File: src/common/cache_pkg.sv
// L1 cache shared definitions
// widths, address views, line type, controller states

package cache_pkg;

    // processor word and line geometry
    localparam int word_bits      = 32;
    localparam int words_per_line = 4;

    // address field widths
    localparam int offset_bits    = 2;
    localparam int index_bits     = 2;
    localparam int tag_bits       = 26;

    // memory side sees line addresses only
    localparam int line_addr_bits = tag_bits + index_bits;

    // one processor data word
    typedef logic [word_bits-1:0] word_t;

    // full cache line, word 0 in the low bits
    typedef logic [words_per_line-1:0][word_bits-1:0] line_t;

    // stored tag
    typedef logic [tag_bits-1:0] tag_t;

    // line index into the direct-mapped arrays
    typedef logic [index_bits-1:0] index_t;

    // memory line address
    typedef logic [line_addr_bits-1:0] line_addr_t;

    // processor word address, 30 bits
    // split view drives the tag lookup
    // line view drives the refill address
    typedef union packed {
        struct packed {
            tag_t                   tag;
            index_t                 index;
            logic [offset_bits-1:0] offset;
        } split;
        struct packed {
            line_addr_t             addr;
            logic [offset_bits-1:0] offset;
        } line;
    } proc_addr_u;

    // miss handling states
    // idle only right after reset
    // compare is the normal resting state
    typedef enum logic [1:0] {
        idle      = 2'b00,
        compare   = 2'b01,
        refill    = 2'b11,
        writeback = 2'b10
    } ctrl_state_t;

endpackage

File: src/l1_cache/cache_ctrl.sv
// L1 cache miss handling FSM
`timescale 1ns/1ns

module cache_ctrl (
    input  logic clk,
    input  logic proc_reset,
    // processor request
    input  logic proc_read,
    input  logic proc_write,
    // lookup results from the tag store
    input  logic hit,
    input  logic victim_dirty,
    // memory handshake
    input  logic mem_ready,
    output logic proc_stall,
    output logic mem_read,
    output logic mem_write,
    // store update strobes
    output logic fill,
    output logic word_we,
    output logic set_dirty,
    output logic clear_dirty
);

    cache_pkg::ctrl_state_t state;
    cache_pkg::ctrl_state_t state_nxt;

    // exactly one of read and write makes a valid request
    logic req_valid;
    logic write_req;
    logic miss;

    assign req_valid = proc_read ^ proc_write;
    assign write_req = proc_write & ~proc_read;
    assign miss      = req_valid & ~hit;

    // next state
    always_comb begin
        state_nxt = state;
        case (state)
            cache_pkg::idle: begin
                state_nxt = cache_pkg::compare;
            end
            cache_pkg::compare: begin
                // dirty victim must go out before the refill
                if (miss && victim_dirty) begin
                    state_nxt = cache_pkg::writeback;
                end else if (miss) begin
                    state_nxt = cache_pkg::refill;
                end
            end
            cache_pkg::refill: begin
                // back to compare, the request hits there
                if (mem_ready) begin
                    state_nxt = cache_pkg::compare;
                end
            end
            cache_pkg::writeback: begin
                if (mem_ready) begin
                    state_nxt = cache_pkg::refill;
                end
            end
            default: begin
                state_nxt = cache_pkg::idle;
            end
        endcase
    end

    // outputs decoded from state and inputs
    always_comb begin
        proc_stall  = 1'b0;
        mem_read    = 1'b0;
        mem_write   = 1'b0;
        fill        = 1'b0;
        word_we     = 1'b0;
        set_dirty   = 1'b0;
        clear_dirty = 1'b0;
        case (state)
            cache_pkg::idle: begin
                proc_stall = 1'b1;
            end
            cache_pkg::compare: begin
                // hits finish here with no wait cycle
                proc_stall = miss;
                if (write_req && hit) begin
                    word_we   = 1'b1;
                    set_dirty = 1'b1;
                end
            end
            cache_pkg::refill: begin
                proc_stall = 1'b1;
                mem_read   = 1'b1;
                // line, tag and valid only taken on the ready edge
                fill       = mem_ready;
            end
            cache_pkg::writeback: begin
                proc_stall  = 1'b1;
                mem_write   = 1'b1;
                clear_dirty = mem_ready;
            end
            default: begin
                proc_stall = 1'b1;
            end
        endcase
    end

    // state register
    always_ff @(posedge clk) begin
        if (proc_reset) begin
            state <= cache_pkg::idle;
        end else begin
            state <= state_nxt;
        end
    end

endmodule

File: src/l1_cache/line_store.sv
// L1 cache line data store
`timescale 1ns/1ns

module line_store (
    input  logic                                clk,
    input  logic                                proc_reset,
    // line and word select
    input  cache_pkg::index_t                   index,
    input  logic [cache_pkg::offset_bits-1:0]   offset,
    // single word write from the processor
    input  cache_pkg::word_t                    wdata,
    input  logic                                word_we,
    // full line write from memory
    input  logic                                fill,
    input  cache_pkg::line_t                    fill_line,
    // read paths
    output cache_pkg::word_t                    rd_word,
    output cache_pkg::line_t                    victim_line
);

    localparam int num_lines = 1 << cache_pkg::index_bits;

    cache_pkg::line_t lines [num_lines];

    // word read for the processor, no latency
    assign rd_word     = lines[index][offset];

    // whole line for writeback
    assign victim_line = lines[index];

    always_ff @(posedge clk) begin
        if (proc_reset) begin
            for (int i = 0; i < num_lines; i++) begin
                lines[i] <= '0;
            end
        end else begin
            // refill replaces the whole line
            if (fill) begin
                lines[index] <= fill_line;
            end else if (word_we) begin
                // write hit touches one word only
                lines[index][offset] <= wdata;
            end
        end
    end

endmodule

File: src/l1_cache/tag_store.sv
// L1 cache tag, valid and dirty store
`timescale 1ns/1ns

module tag_store (
    input  logic              clk,
    input  logic              proc_reset,
    // lookup address fields
    input  cache_pkg::index_t index,
    input  cache_pkg::tag_t   tag,
    // update strobes
    input  logic              fill,
    input  logic              set_dirty,
    input  logic              clear_dirty,
    // lookup results
    output logic              hit,
    output logic              victim_dirty,
    output cache_pkg::tag_t   victim_tag
);

    localparam int num_lines = 1 << cache_pkg::index_bits;

    // per line state
    logic            valid [num_lines];
    logic            dirty [num_lines];
    cache_pkg::tag_t tags  [num_lines];

    // combinational lookup at the indexed line
    assign hit          = valid[index] && (tags[index] == tag);
    assign victim_dirty = dirty[index];

    // tag of whatever line sits at the index now
    assign victim_tag   = tags[index];

    always_ff @(posedge clk) begin
        if (proc_reset) begin
            for (int i = 0; i < num_lines; i++) begin
                valid[i] <= 1'b0;
                dirty[i] <= 1'b0;
                tags[i]  <= '0;
            end
        end else begin
            // refill installs a clean line
            if (fill) begin
                tags[index]  <= tag;
                valid[index] <= 1'b1;
                dirty[index] <= 1'b0;
            end else if (set_dirty) begin
                // write hit
                dirty[index] <= 1'b1;
            end else if (clear_dirty) begin
                // victim now written back
                dirty[index] <= 1'b0;
            end
        end
    end

endmodule

File: src/verilog/cache_top.sv
// L1 data cache top level
// direct mapped, write back, write allocate
`timescale 1ns/1ns

module cache_top (
    input  logic                  clk,
    input  logic                  proc_reset,
    // processor side
    input  logic                  proc_read,
    input  logic                  proc_write,
    input  cache_pkg::proc_addr_u proc_addr,
    input  cache_pkg::word_t      proc_wdata,
    output logic                  proc_stall,
    output cache_pkg::word_t      proc_rdata,
    // next level memory side
    input  logic                  mem_ready,
    input  cache_pkg::line_t      mem_rdata,
    output logic                  mem_read,
    output logic                  mem_write,
    output cache_pkg::line_addr_t mem_addr,
    output cache_pkg::line_t      mem_wdata
);

    // lookup results
    logic            hit;
    logic            victim_dirty;
    cache_pkg::tag_t victim_tag;

    // update strobes from the controller
    logic fill;
    logic word_we;
    logic set_dirty;
    logic clear_dirty;

    // data store outputs
    cache_pkg::word_t rd_word;
    cache_pkg::line_t victim_line;

    cache_ctrl cache_ctrl_inst (
        .clk          (clk),
        .proc_reset   (proc_reset),
        .proc_read    (proc_read),
        .proc_write   (proc_write),
        .hit          (hit),
        .victim_dirty (victim_dirty),
        .mem_ready    (mem_ready),
        .proc_stall   (proc_stall),
        .mem_read     (mem_read),
        .mem_write    (mem_write),
        .fill         (fill),
        .word_we      (word_we),
        .set_dirty    (set_dirty),
        .clear_dirty  (clear_dirty)
    );

    tag_store tag_store_inst (
        .clk          (clk),
        .proc_reset   (proc_reset),
        .index        (proc_addr.split.index),
        .tag          (proc_addr.split.tag),
        .fill         (fill),
        .set_dirty    (set_dirty),
        .clear_dirty  (clear_dirty),
        .hit          (hit),
        .victim_dirty (victim_dirty),
        .victim_tag   (victim_tag)
    );

    line_store line_store_inst (
        .clk          (clk),
        .proc_reset   (proc_reset),
        .index        (proc_addr.split.index),
        .offset       (proc_addr.split.offset),
        .wdata        (proc_wdata),
        .word_we      (word_we),
        .fill         (fill),
        .fill_line    (mem_rdata),
        .rd_word      (rd_word),
        .victim_line  (victim_line)
    );

    // writeback targets the victim line, everything else the requested line
    assign mem_addr = mem_write ? {victim_tag, proc_addr.split.index}
                                : proc_addr.line.addr;

    // only sampled by memory while mem_write is up
    assign mem_wdata  = victim_line;
    assign proc_rdata = rd_word;

endmodule
File: config.mk
export PLATFORM = sky130hd
export DESIGN_NAME = cache_top
export DESIGN_NICKNAME = d
export VERILOG_FILES = /design/src/common/cache_pkg.sv /design/src/l1_cache/cache_ctrl.sv /design/src/l1_cache/line_store.sv /design/src/l1_cache/tag_store.sv /design/src/verilog/cache_top.sv
export SDC_FILE = /design/constraint.sdc
export NUM_CORES = 1
export LEC_CHECK = 0
export BUFFER_PORTS_ARGS = -buffer_cell sky130_fd_sc_hd__buf_2
export CORE_MARGIN = 2
export CORE_UTILIZATION = 54
export CTS_BUF_LIST = sky130_fd_sc_hd__clkbuf_4
export DETAILED_ROUTE_END_ITERATION = 7
export PLACE_DENSITY = 0.78
export SLEW_MARGIN = 20
export SYNTH_ARGS = -nofsm -noshare
export SYNTH_HDL_FRONTEND = slang
export SYNTH_SLANG_ARGS = --single-unit
File: constraint.sdc
create_clock -name clk -period 6 [get_ports clk]
set_input_delay 1.2 -clock clk [delete_from_list [all_inputs] [get_ports clk]]
set_output_delay 1.2 -clock clk [all_outputs]
set_load 0.02 [all_outputs]
======== Yosys cells after proc, flatten, opt, wreduce, memory -nomap -nowiden ========
Memories as Yosys holds them, arrays and structs flattened.
Cells that the tools add are included.
operators by class
  order comparisons ....................... 2
  bitwise gates (word level) .............. 135
  reduce and logical (&&, ||, !) cells .... 11
  mux-type cells .......................... 174
  equal/unequal tests ..................... 7
operators with widths
  cell                                                                   count
  128-bit two-way mux                                                    3
  1-bit two-way mux                                                      155
  1-bit bitwise OR                                                       130
  128-bit OR reduction                                                   1
  32-bit binary-select mux with 2-bit select                             1
  32-bit demux with 2-bit select                                         1
  32-bit two-way mux                                                     2
  28-bit two-way mux                                                     1
  26-bit equality test                                                   1
  26-bit two-way mux                                                     1
  26-bit OR reduction                                                    1
  2-bit two-way mux                                                      8
  2-bit case mux with 4 select lines                                     1
  2-bit equality test, second input constant                             2
  1-bit logical AND                                                      4
  2-bit != test, second input constant                                   2
  2-bit by 3-bit < comparator with 1-bit output, second input constant   1
  3-bit by 1-bit != test with 1-bit output, second input constant        1
  3-bit AND reduction                                                    1
  3-bit OR reduction                                                     1
  1-bit bitwise AND                                                      2
  2-bit by 1-bit equality test with 1-bit output, second input constant  1
  2-bit by 1-bit >= comparator with 1-bit output, second input constant  1
  2-bit logical NOT                                                      1
  4 further kinds                                                        6
word-level totals
  memory bits (writable) .................. 624
  register bits ........................... 2
  output and inout bits ................... 191
  memories ................................ 4
  input port bits ......................... 195
  logic and storage cells ................. 334
memory list
  name                   depth  width  read ports  clocked after Yosys merged registers in  write ports  RTL line          text
  line_store_inst.lines  4      128    1           0                                        4            line_store.sv:23  cache_pkg::line_t lines [num_lines];
  tag_store_inst.tags    4      26     1           0                                        4            tag_store.sv:25   cache_pkg::tag_t tags [num_lines];
  tag_store_inst.dirty   4      1      1           0                                        4            tag_store.sv:24   logic dirty [num_lines];
  tag_store_inst.valid   4      1      1           0                                        4            tag_store.sv:23   logic valid [num_lines];

======== Longest topological paths before layout ========
Gate-level depths: netlist (run 1).
An unclocked memory read counts as a cell.
  depth after elaboration ................. 14
  mapped depth ............................ 15

======== Cells and area by module ========
A second synthesis (run 1) with hierarchy kept.
unflattened totals
  cell total of the unflattened synthesis .. 2136
  area, all modules ....................... 30401.7 µm²
by module, submodules not included
  module      cells an instance  instances  sequential area each (µm²)  area each (µm²)
  line_store  1714               1          15374.7                     24292.0
  tag_store   367                1          3363.2                      5450.2
  cache_top   31                 1          0.0                         434.2
  cache_ctrl  24                 1          40.0                        225.2

======== Least setup slack after synthesis (run 1) ========
OpenSTA, ideal clock, no wires.
  path type ............................... input port to flip-flop
  start point ............................. input port proc_addr[3] in the netlist's numbering
  end point ............................... memory tag_store_inst.tags[2][0] in the netlist's numbering, enable pin
  stages .................................. 9
  slack ................................... 0.226 ns
  path buffers ............................ 7
  required time ........................... 5.551 ns
  arrival ................................. 5.326 ns
  path through ............................ clkbuf_1 clkbuf_1 clkbuf_1 clkbuf_1 clkbuf_1 clkbuf_1 nand2b_1 clkbuf_1 o21ai_0
RTL lines
  what         RTL line         text
  from (decl)  cache_top.sv:11  input cache_pkg::proc_addr_u proc_addr,
  to (decl)    tag_store.sv:25

======== Final worst setup path (run 1) ========
  start point ............................. input port proc_addr[2] in the netlist's numbering
  end point ............................... output port proc_rdata[1]
between the ends
  longest elaborated chain between the ends .. 3
RTL lines
  what                                        RTL line          text
  memory read 4 x 128 bit                     --
  32-bit binary-select mux with 2-bit select  line_store.sv:26  assign rd_word = lines[index][offset];
  32-bit two-way mux (not written as such)    line_store.sv:26
  to (decl)                                   cache_top.sv:14   output cache_pkg::word_t proc_rdata,
No other way between the ends. The select of a mux whose other input is x is not followed.

==> reports/results.txt, run 1 <==
GR Layer Usage met3 -> 0.103
final RePlAce weighted congestion -> 0.862
drt pass-1 iters -> 6
fmax -> 195 MHz
antenna violations before repair -> 19
Syn Area/Cell -> 14.1 um2
Syn Inst Count -> 2086
Power Density -> 312 nW/um2
CP Launch Type -> input pin
die width -> 238 um
Hold EP -> cache_ctrl_inst.state[1]$_SDFFE_PP0P_
Synth Register Bits -> 626
min cycle time layout -> 5.12 ns
met1 Resource Use GR -> 0.424
dpl ws -> 0.819 ns
Detail Route Antenna Nets -> 0
clock sink total -> 626
gr usage total -> 0.323
CTS Buf Count -> 158
via count -> 21600
Max VDD drop -> 0.159 mV
DRT iter0 DRCs -> 3147
Reg clk slew, reported paths -> 0.06 ns
Resize count post-CTS -> 0
hold_buf cts -> 0
max_cap viols -> 0
largest net degree at the start of global routing -> 210
pins over their slew limit -> 0
Root Buffer Master -> clkbuf_4
Starting Density -> 0.546
Reg area -> 18800 um2
# setup viols final -> 0
io pins -> 386
Syn Nets -> 2286
worst setup margin -> 0.878 ns
crit path DAT -> 3.92 ns
Reg2Reg Capture Point -> line_store_inst.lines[3][65]$_DFFE_PP_
DR DRC count -> 0
post-route core utilization -> 0.634
sequential-to-total area share from yosys stat -> 0.637
RSZ-0062 raised after global routing -> no
Crit. End Element -> output pin
status -> completed
H-tree Lvls -> 4
area of the multi-input gates -> 10100 um2
number of enable flip-flop cells after synthesis -> 624
Worst-Skew Late Latency -> 1.00 ns
DRT Wirelength -> 91400 um
Slew @ Worst Pin -> 1.08 ns
core box area -> 53900 um2
leakage power -> 12.7 nW
slew margin rel. -> 0.277
CTS tree -> built
IO Port Bufs -> 385
WP data required -> 4.80 ns
Setup TNS Final -> 0 ns
M2 GR Usage -> 0.491
first-pass GRT wire length -> 133000 um
Final Hold Vio Count -> 0
worst hold path type -> input pin to flip-flop
drt wl/cell -> 27.6 um
setup bufs post-CTS -> 0
vias in the first global route -> 21600
Synth Warn # -> 0
FP Rows -> 85
total grt overflow -> 0
drt via density -> 6.51
Critical Path Fanout Max -> 50
final worst clock skew -> 0.0608 ns
Synth cell types -> 54
CP Class -> input pin to output pin
most crowded layer after global routing -> met2
hold-critical path depth -> 2
ys flop type -> edfxtp_1
Worst Reg-to-Reg Cells -> 8
share of flip-flops with an asynchronous set or reset -> 0
chip height -> 238 um
Area Overhead vs Synth -> 16.1%
die area -> 56400 um2
r2r setup slk -> 2.13 ns
hpwl dp -> 55500 um
Synth Cell Area -> 29500 um2
fillers -> 3933
HP Start -> proc_reset
period utilization -> 0.854
Clock Path Buffers -> 3
share of cells above drive strength 1 -> 0.363
reg2reg start -> tag_store_inst.tags[3][8]$_DFFE_PP_
Layout Nets -> 2708
PnR Total Power -> 10.7 mW
-- layout make-up --
cell class | count | share of cell area
Antenna cell | 15 | 0.00110
Clock buffer | 218 | 0.0479
Clock inverter | 37 | 0.00695
Inverter | 17 | 0.00201
Multi-Input combinational cell | 1270 | 0.295
Sequential cell | 626 | 0.549
Tap cell | 696 | 0.0255
Timing Repair Buffer | 435 | 0.0728
-- sequential cells by signal, indices dropped and copies added (netlist names) --
| signal | flops |
|---|---|
| cache_ctrl_inst.state | 2 |
| tag_store_inst.valid | 4 |
| tag_store_inst.tags | 104 |
| tag_store_inst.dirty | 4 |
| line_store_inst.lines | 512 |
-- through the flow --
stage          instances  cell area, um2  hold slack, ns
5_1_grt             3311           34200           0.478
2_1_floorplan       2086           29500           0.567
6_report            3314           34200           0.508
3_3_place_gp        3043           32300           0.588
3_5_place_dp        3043           32300           0.628
4_1_cts             3298           34100           0.406
-- critical path: stages --
cell,delay (ns)
buf_8,0.40
buf_4,0.84
mux4_2,0.63
mux4_2,0.53
buf_2,0.19
-- layout by cell type (no fill, tap or decap), types with 13 or more instances in the layout --
master,instances
edfxtp_1,624
clkinv_1,23
diode_2,15
inv_1,14
and3_1,60
buf_2,383
nor3_1,20
and2_1,20
xnor2_1,13
o21ai_2,31
o21ai_1,45
buf_4,37
mux2i_1,19
o21ai_0,61
nor2_4,16
clkbuf_4,218
nor2_1,412
mux4_2,179
mux2_2,21
a22oi_1,128
nand2_1,149
-- routing by layer --
| metal | wire length, um | vias up |
|---|---|---|
| met2 | 42900 | 1887 |
| met4 | 3500 | 6 |
| met1 | 31600 | 10500 |
| met3 | 13400 | 245 |
| met5 | 36 | - |
| li1 | - | 8926 |
-- cell usage after synthesis (3+ instances only) --
cell	instances	area (um2)
nand3_1	5	25.0
mux4_2	179	4030
nand2b_1	5	31.3
o221ai_1	3	26.3
o211ai_1	4	30.0
inv_1	15	56.3
nor3_1	20	100
nand4_1	11	68.8
o21ai_1	45	225
a31o_2	3	26.3
nand2_1	151	567
xnor2_1	13	114
buf_6	12	135
o21ai_0	65	325
nor2_1	430	1610
xor2_1	9	78.8
o22ai_1	3	18.8
nor2b_1	5	31.3
a22oi_1	128	961
and2_1	20	125
buf_1	22	82.6
buf_4	3	22.5
a21oi_1	7	35.0
o21ai_2	31	272
edfxtp_1	624	18700
mux2_2	21	236
and3_1	60	375
clkbuf_1	132	495
ha_1	5	62.6
mux2i_1	19	190
nor4_2	4	50.1
-- worst max-delay path by stage --
stage,endpoint,startpoint
2_1_floorplan,tag_store_inst.tags[2][0]$_SDFFCE_PN0P_,proc_addr[3]
3_3_place_gp,line_store_inst.lines[3][2]$_DFFE_PP_,proc_addr[2]
3_5_place_dp,line_store_inst.lines[3][65]$_DFFE_PP_,proc_addr[2]
4_1_cts,proc_rdata[1],proc_addr[2]
5_1_grt,proc_rdata[1],proc_addr[2]
6_report,proc_rdata[1],proc_addr[2]
-- report_power, final --
part | leakage (nW) | switching (mW) | internal (mW)
combinational | 5.32 | 1.27 | 0.637
clock | 1.13 | 1.71 | 1.79
sequential | 6.29 | 0.0851 | 5.17
total | 12.7 | 3.07 | 7.60
-- logic make-up (layout without fill, tap and decap cells) --
logic type | Yosys count | after routing | share of synthesized area
and+or+nand+nor | 720 | 720 | 0.104
xor gates and xnor gates | 22 | 22 | 0.00654
adders and majority gates | 5 | 5 | 0.00212
other | 0 | 15 | 0
DFF | 626 | 626 | 0.637
buffers and inverters | 190 | 707 | 0.0285
AOI/OAI and AO/OA | 304 | 304 | 0.0701
muxes | 219 | 219 | 0.151
No activity file was read; power rests on OpenSTA's default activity.
==> run 2: changes to the inputs <==
REMOVE_ABC_BUFFERS = 1   (was unset)
==> run 2 against run 1 <==
  * Register-to-register slack worse by 0.13 ns
  * Cell count is 0.57% higher
  * Maximum frequency fell by 4.1%
  * Clock power is 2% higher
  * Clock skew up 0.011 ns
  * Sequential power about the same
  * Critical path depth is 4 higher
  * Non-clock buffer count is 5 lower
  * Routed wire length barely moved
  * Sequential share of layout area is 0.28 points lower
==> reports/results.txt, run 2 (synthesis results as in run 1) <==
Power Density -> 313 nW/um2 (+0.22%)
FP Rows -> 85 (unchanged)
RSZ-0062 raised after global routing -> no
Max VDD drop -> 0.215 mV (+35%)
slew margin rel. -> 0.216 (-0.0607)
die width -> 238 um (unchanged)
WP data required -> 4.80 ns (about the same)
Detail Route Antenna Nets -> 0 (unchanged)
slowest CP cell -> buf_4
DRT iter0 DRCs -> 3056 (-2.9%)
Layout Nets -> 2707 (-0.037%)
largest net degree at the start of global routing -> 210 (unchanged)
Placed Area -> 32300 um2 (+0.16%)
CTS tree -> built
CP Cell Sequence -> buf_8, buf_4, mux2_2, o211ai_1, o22ai_1, nand3_1, nor4_1, o21ai_0, buf_2
share of cells above drive strength 1 -> 0.362 (-0.00110)
total grt overflow -> 0 (unchanged)
antenna violations before repair -> 22 (+3)
period utilization -> 0.890 (+0.0364)
biggest regs -> line_store_inst.lines: 512 flops, tag_store_inst.tags: 104 flops
PnR Total Power -> 10.7 mW (+0.74%)
DRT Wirelength -> 91500 um (about the same)
Resize count post-CTS -> 0 (unchanged)
hold_buf cts -> 0 (unchanged)
DR DRC count -> 0 (unchanged)
internal power -> 7.63 mW (+0.39%)
most frequent cells in the layout -> 624 x edfxtp_1, 414 x nor2_1, 383 x buf_2, 231 x clkbuf_4, 179 x mux4_2
io pins -> 386 (unchanged)
drt pass-1 iters -> 8 (+2)
min cycle time layout -> 5.34 ns (+0.218 ns)
first-pass GRT wire length -> 133000 um (about the same)
Root Buffer Master -> clkbuf_4
max reg flops -> 512 (unchanged)
CP max stage delay -> 0.67 ns (-0.17 ns)
Area Overhead vs Synth -> 16.7%
vias in the first global route -> 21400 (-0.69%)
Crit. End Element -> output pin
hpwl dp -> 53200 um (-4.1%)
die area -> 56400 um2 (unchanged)
Reg clk slew, reported paths -> 0.06 ns (about the same)
clock sink total -> 626 (unchanged)
final RePlAce weighted congestion -> 0.822 (-4.7%)
hold slack -> 0.483 ns (-0.0254 ns)
Switching Fraction -> 0.290 (+0.00250)
chip height -> 238 um (unchanged)
drt via density -> 6.44 (-0.98%)
Clock Path Buffers -> 3 (unchanged)
core box area -> 53900 um2 (unchanged)
Setup TNS Final -> 0 ns (unchanged)
# setup viols final -> 0 (unchanged)
Slew @ Worst Pin -> 1.18 ns (+0.0952 ns)
drt wl/cell -> 27.4 um (-0.48%)
CP Launch Type -> input pin
Worst-Skew Late Latency -> 1.02 ns (+0.02 ns)
crit path DAT -> 4.14 ns (+0.22 ns)
Starting Density -> 0.546 (unchanged)
final worst clock skew -> 0.0716 ns (+0.0108 ns)
share of total power in the clock network -> 0.333 (+0.004)
Logic pwr share -> 0.178 (about the same)
Final Hold Vio Count -> 0 (unchanged)
CTS Buf Count -> 162 (+2.5%)
max_cap viols -> 0 (unchanged)
pins over their slew limit -> 0 (unchanged)
via count -> 21500 (-0.41%)
setup bufs post-CTS -> 0 (unchanged)
gr usage total -> 0.325 (+0.00219)
Critical Path Fanout Max -> 48 (-4.0%)
H-tree Lvls -> 4 (unchanged)
Switching Power -> 3.12 mW (+1.6%)
fin area -> 34400 um2 (+0.52%)
fmax -> 187 MHz (-4.1%)
most common cell after layout, fill and taps aside -> edfxtp_1
worst hold path type -> input pin to flip-flop
leakage power -> 12.8 nW (+0.49%)
Flop pwr share -> 0.488 (-0.004)
IO Port Bufs -> 385 (unchanged)
status -> completed
Most flops, register -> line_store_inst.lines
CP Class -> input pin to output pin
## run 2: worst paths after layout
kind                                                         startpoint                                     end  slack, ns  cells after the start
worst max-delay path                                       proc_addr[2]                              proc_stall       0.66                      9
worst min-delay path                                         proc_reset   cache_ctrl_inst.state[1]$_SDFFE_PP0P_       0.48                      2
worst max register to register  tag_store_inst.tags[0][8]$_SDFFCE_PN0P_  line_store_inst.lines[3][31]$_DFFE_PP_       2.00                      8
worst min register to register    cache_ctrl_inst.state[0]$_SDFFE_PP0P_   cache_ctrl_inst.state[0]$_SDFFE_PP0P_       0.64                      1
## run 2: area by class of cell
cell class | count | area, um2
fill | 3907 | 19500
sequential | 626 | 18800
multi-input combinational | 1270 | 10100
timing repair buffer | 430 | 2570
clock buffer | 231 | 1730
tap | 696 | 871
clock inverter | 48 | 240
inverter | 17 | 68.8
antenna | 15 | 37.5
## run 2: metrics by stage
stage | util | std cells | setup slack, ns
final | 0.638 | 3333 | 0.659
after global routing | 0.637 | 3329 | 0.256
after CTS | 0.636 | 3316 | 0.700
after detailed placement | 0.599 | 3037 | 0.647
after global placement | 0.599 | 3037 | 0.723
after floorplan | - | 1913 | -0.303
## run 2: critical path: cells and delay by family
kind / cells / cell delay [ns]
and+or+nand+nor: 2 / 0.52
muxes: 1 / 0.28
AOI/OAI and AO/OA: 3 / 0.78
buffers and inverters: 3 / 1.26
## run 2: power groups by stage
| stage | registers [mW] | logic [mW] | clock network, mW |
|---|---|---|---|
| floorplan | 5.32 | 1.05 | 0 |
| global placement | 5.32 | 1.87 | 0 |
| detailed placement | 5.34 | 1.89 | 0 |
| CTS | 5.25 | 1.90 | 3.61 |
| global route | 5.27 | 2.00 | 3.85 |
| finish | 5.25 | 1.92 | 3.58 |
## run 2: metal layers
layer / share of wire / wire (um) / global-route usage
met1: 0.34 / 30800 / 0.415
met2: 0.48 / 43900 / 0.514
met3: 0.14 / 12900 / 0.106
met4: 0.041 / 3710 / 0.143
met5: 0.0013 / 115 / 0
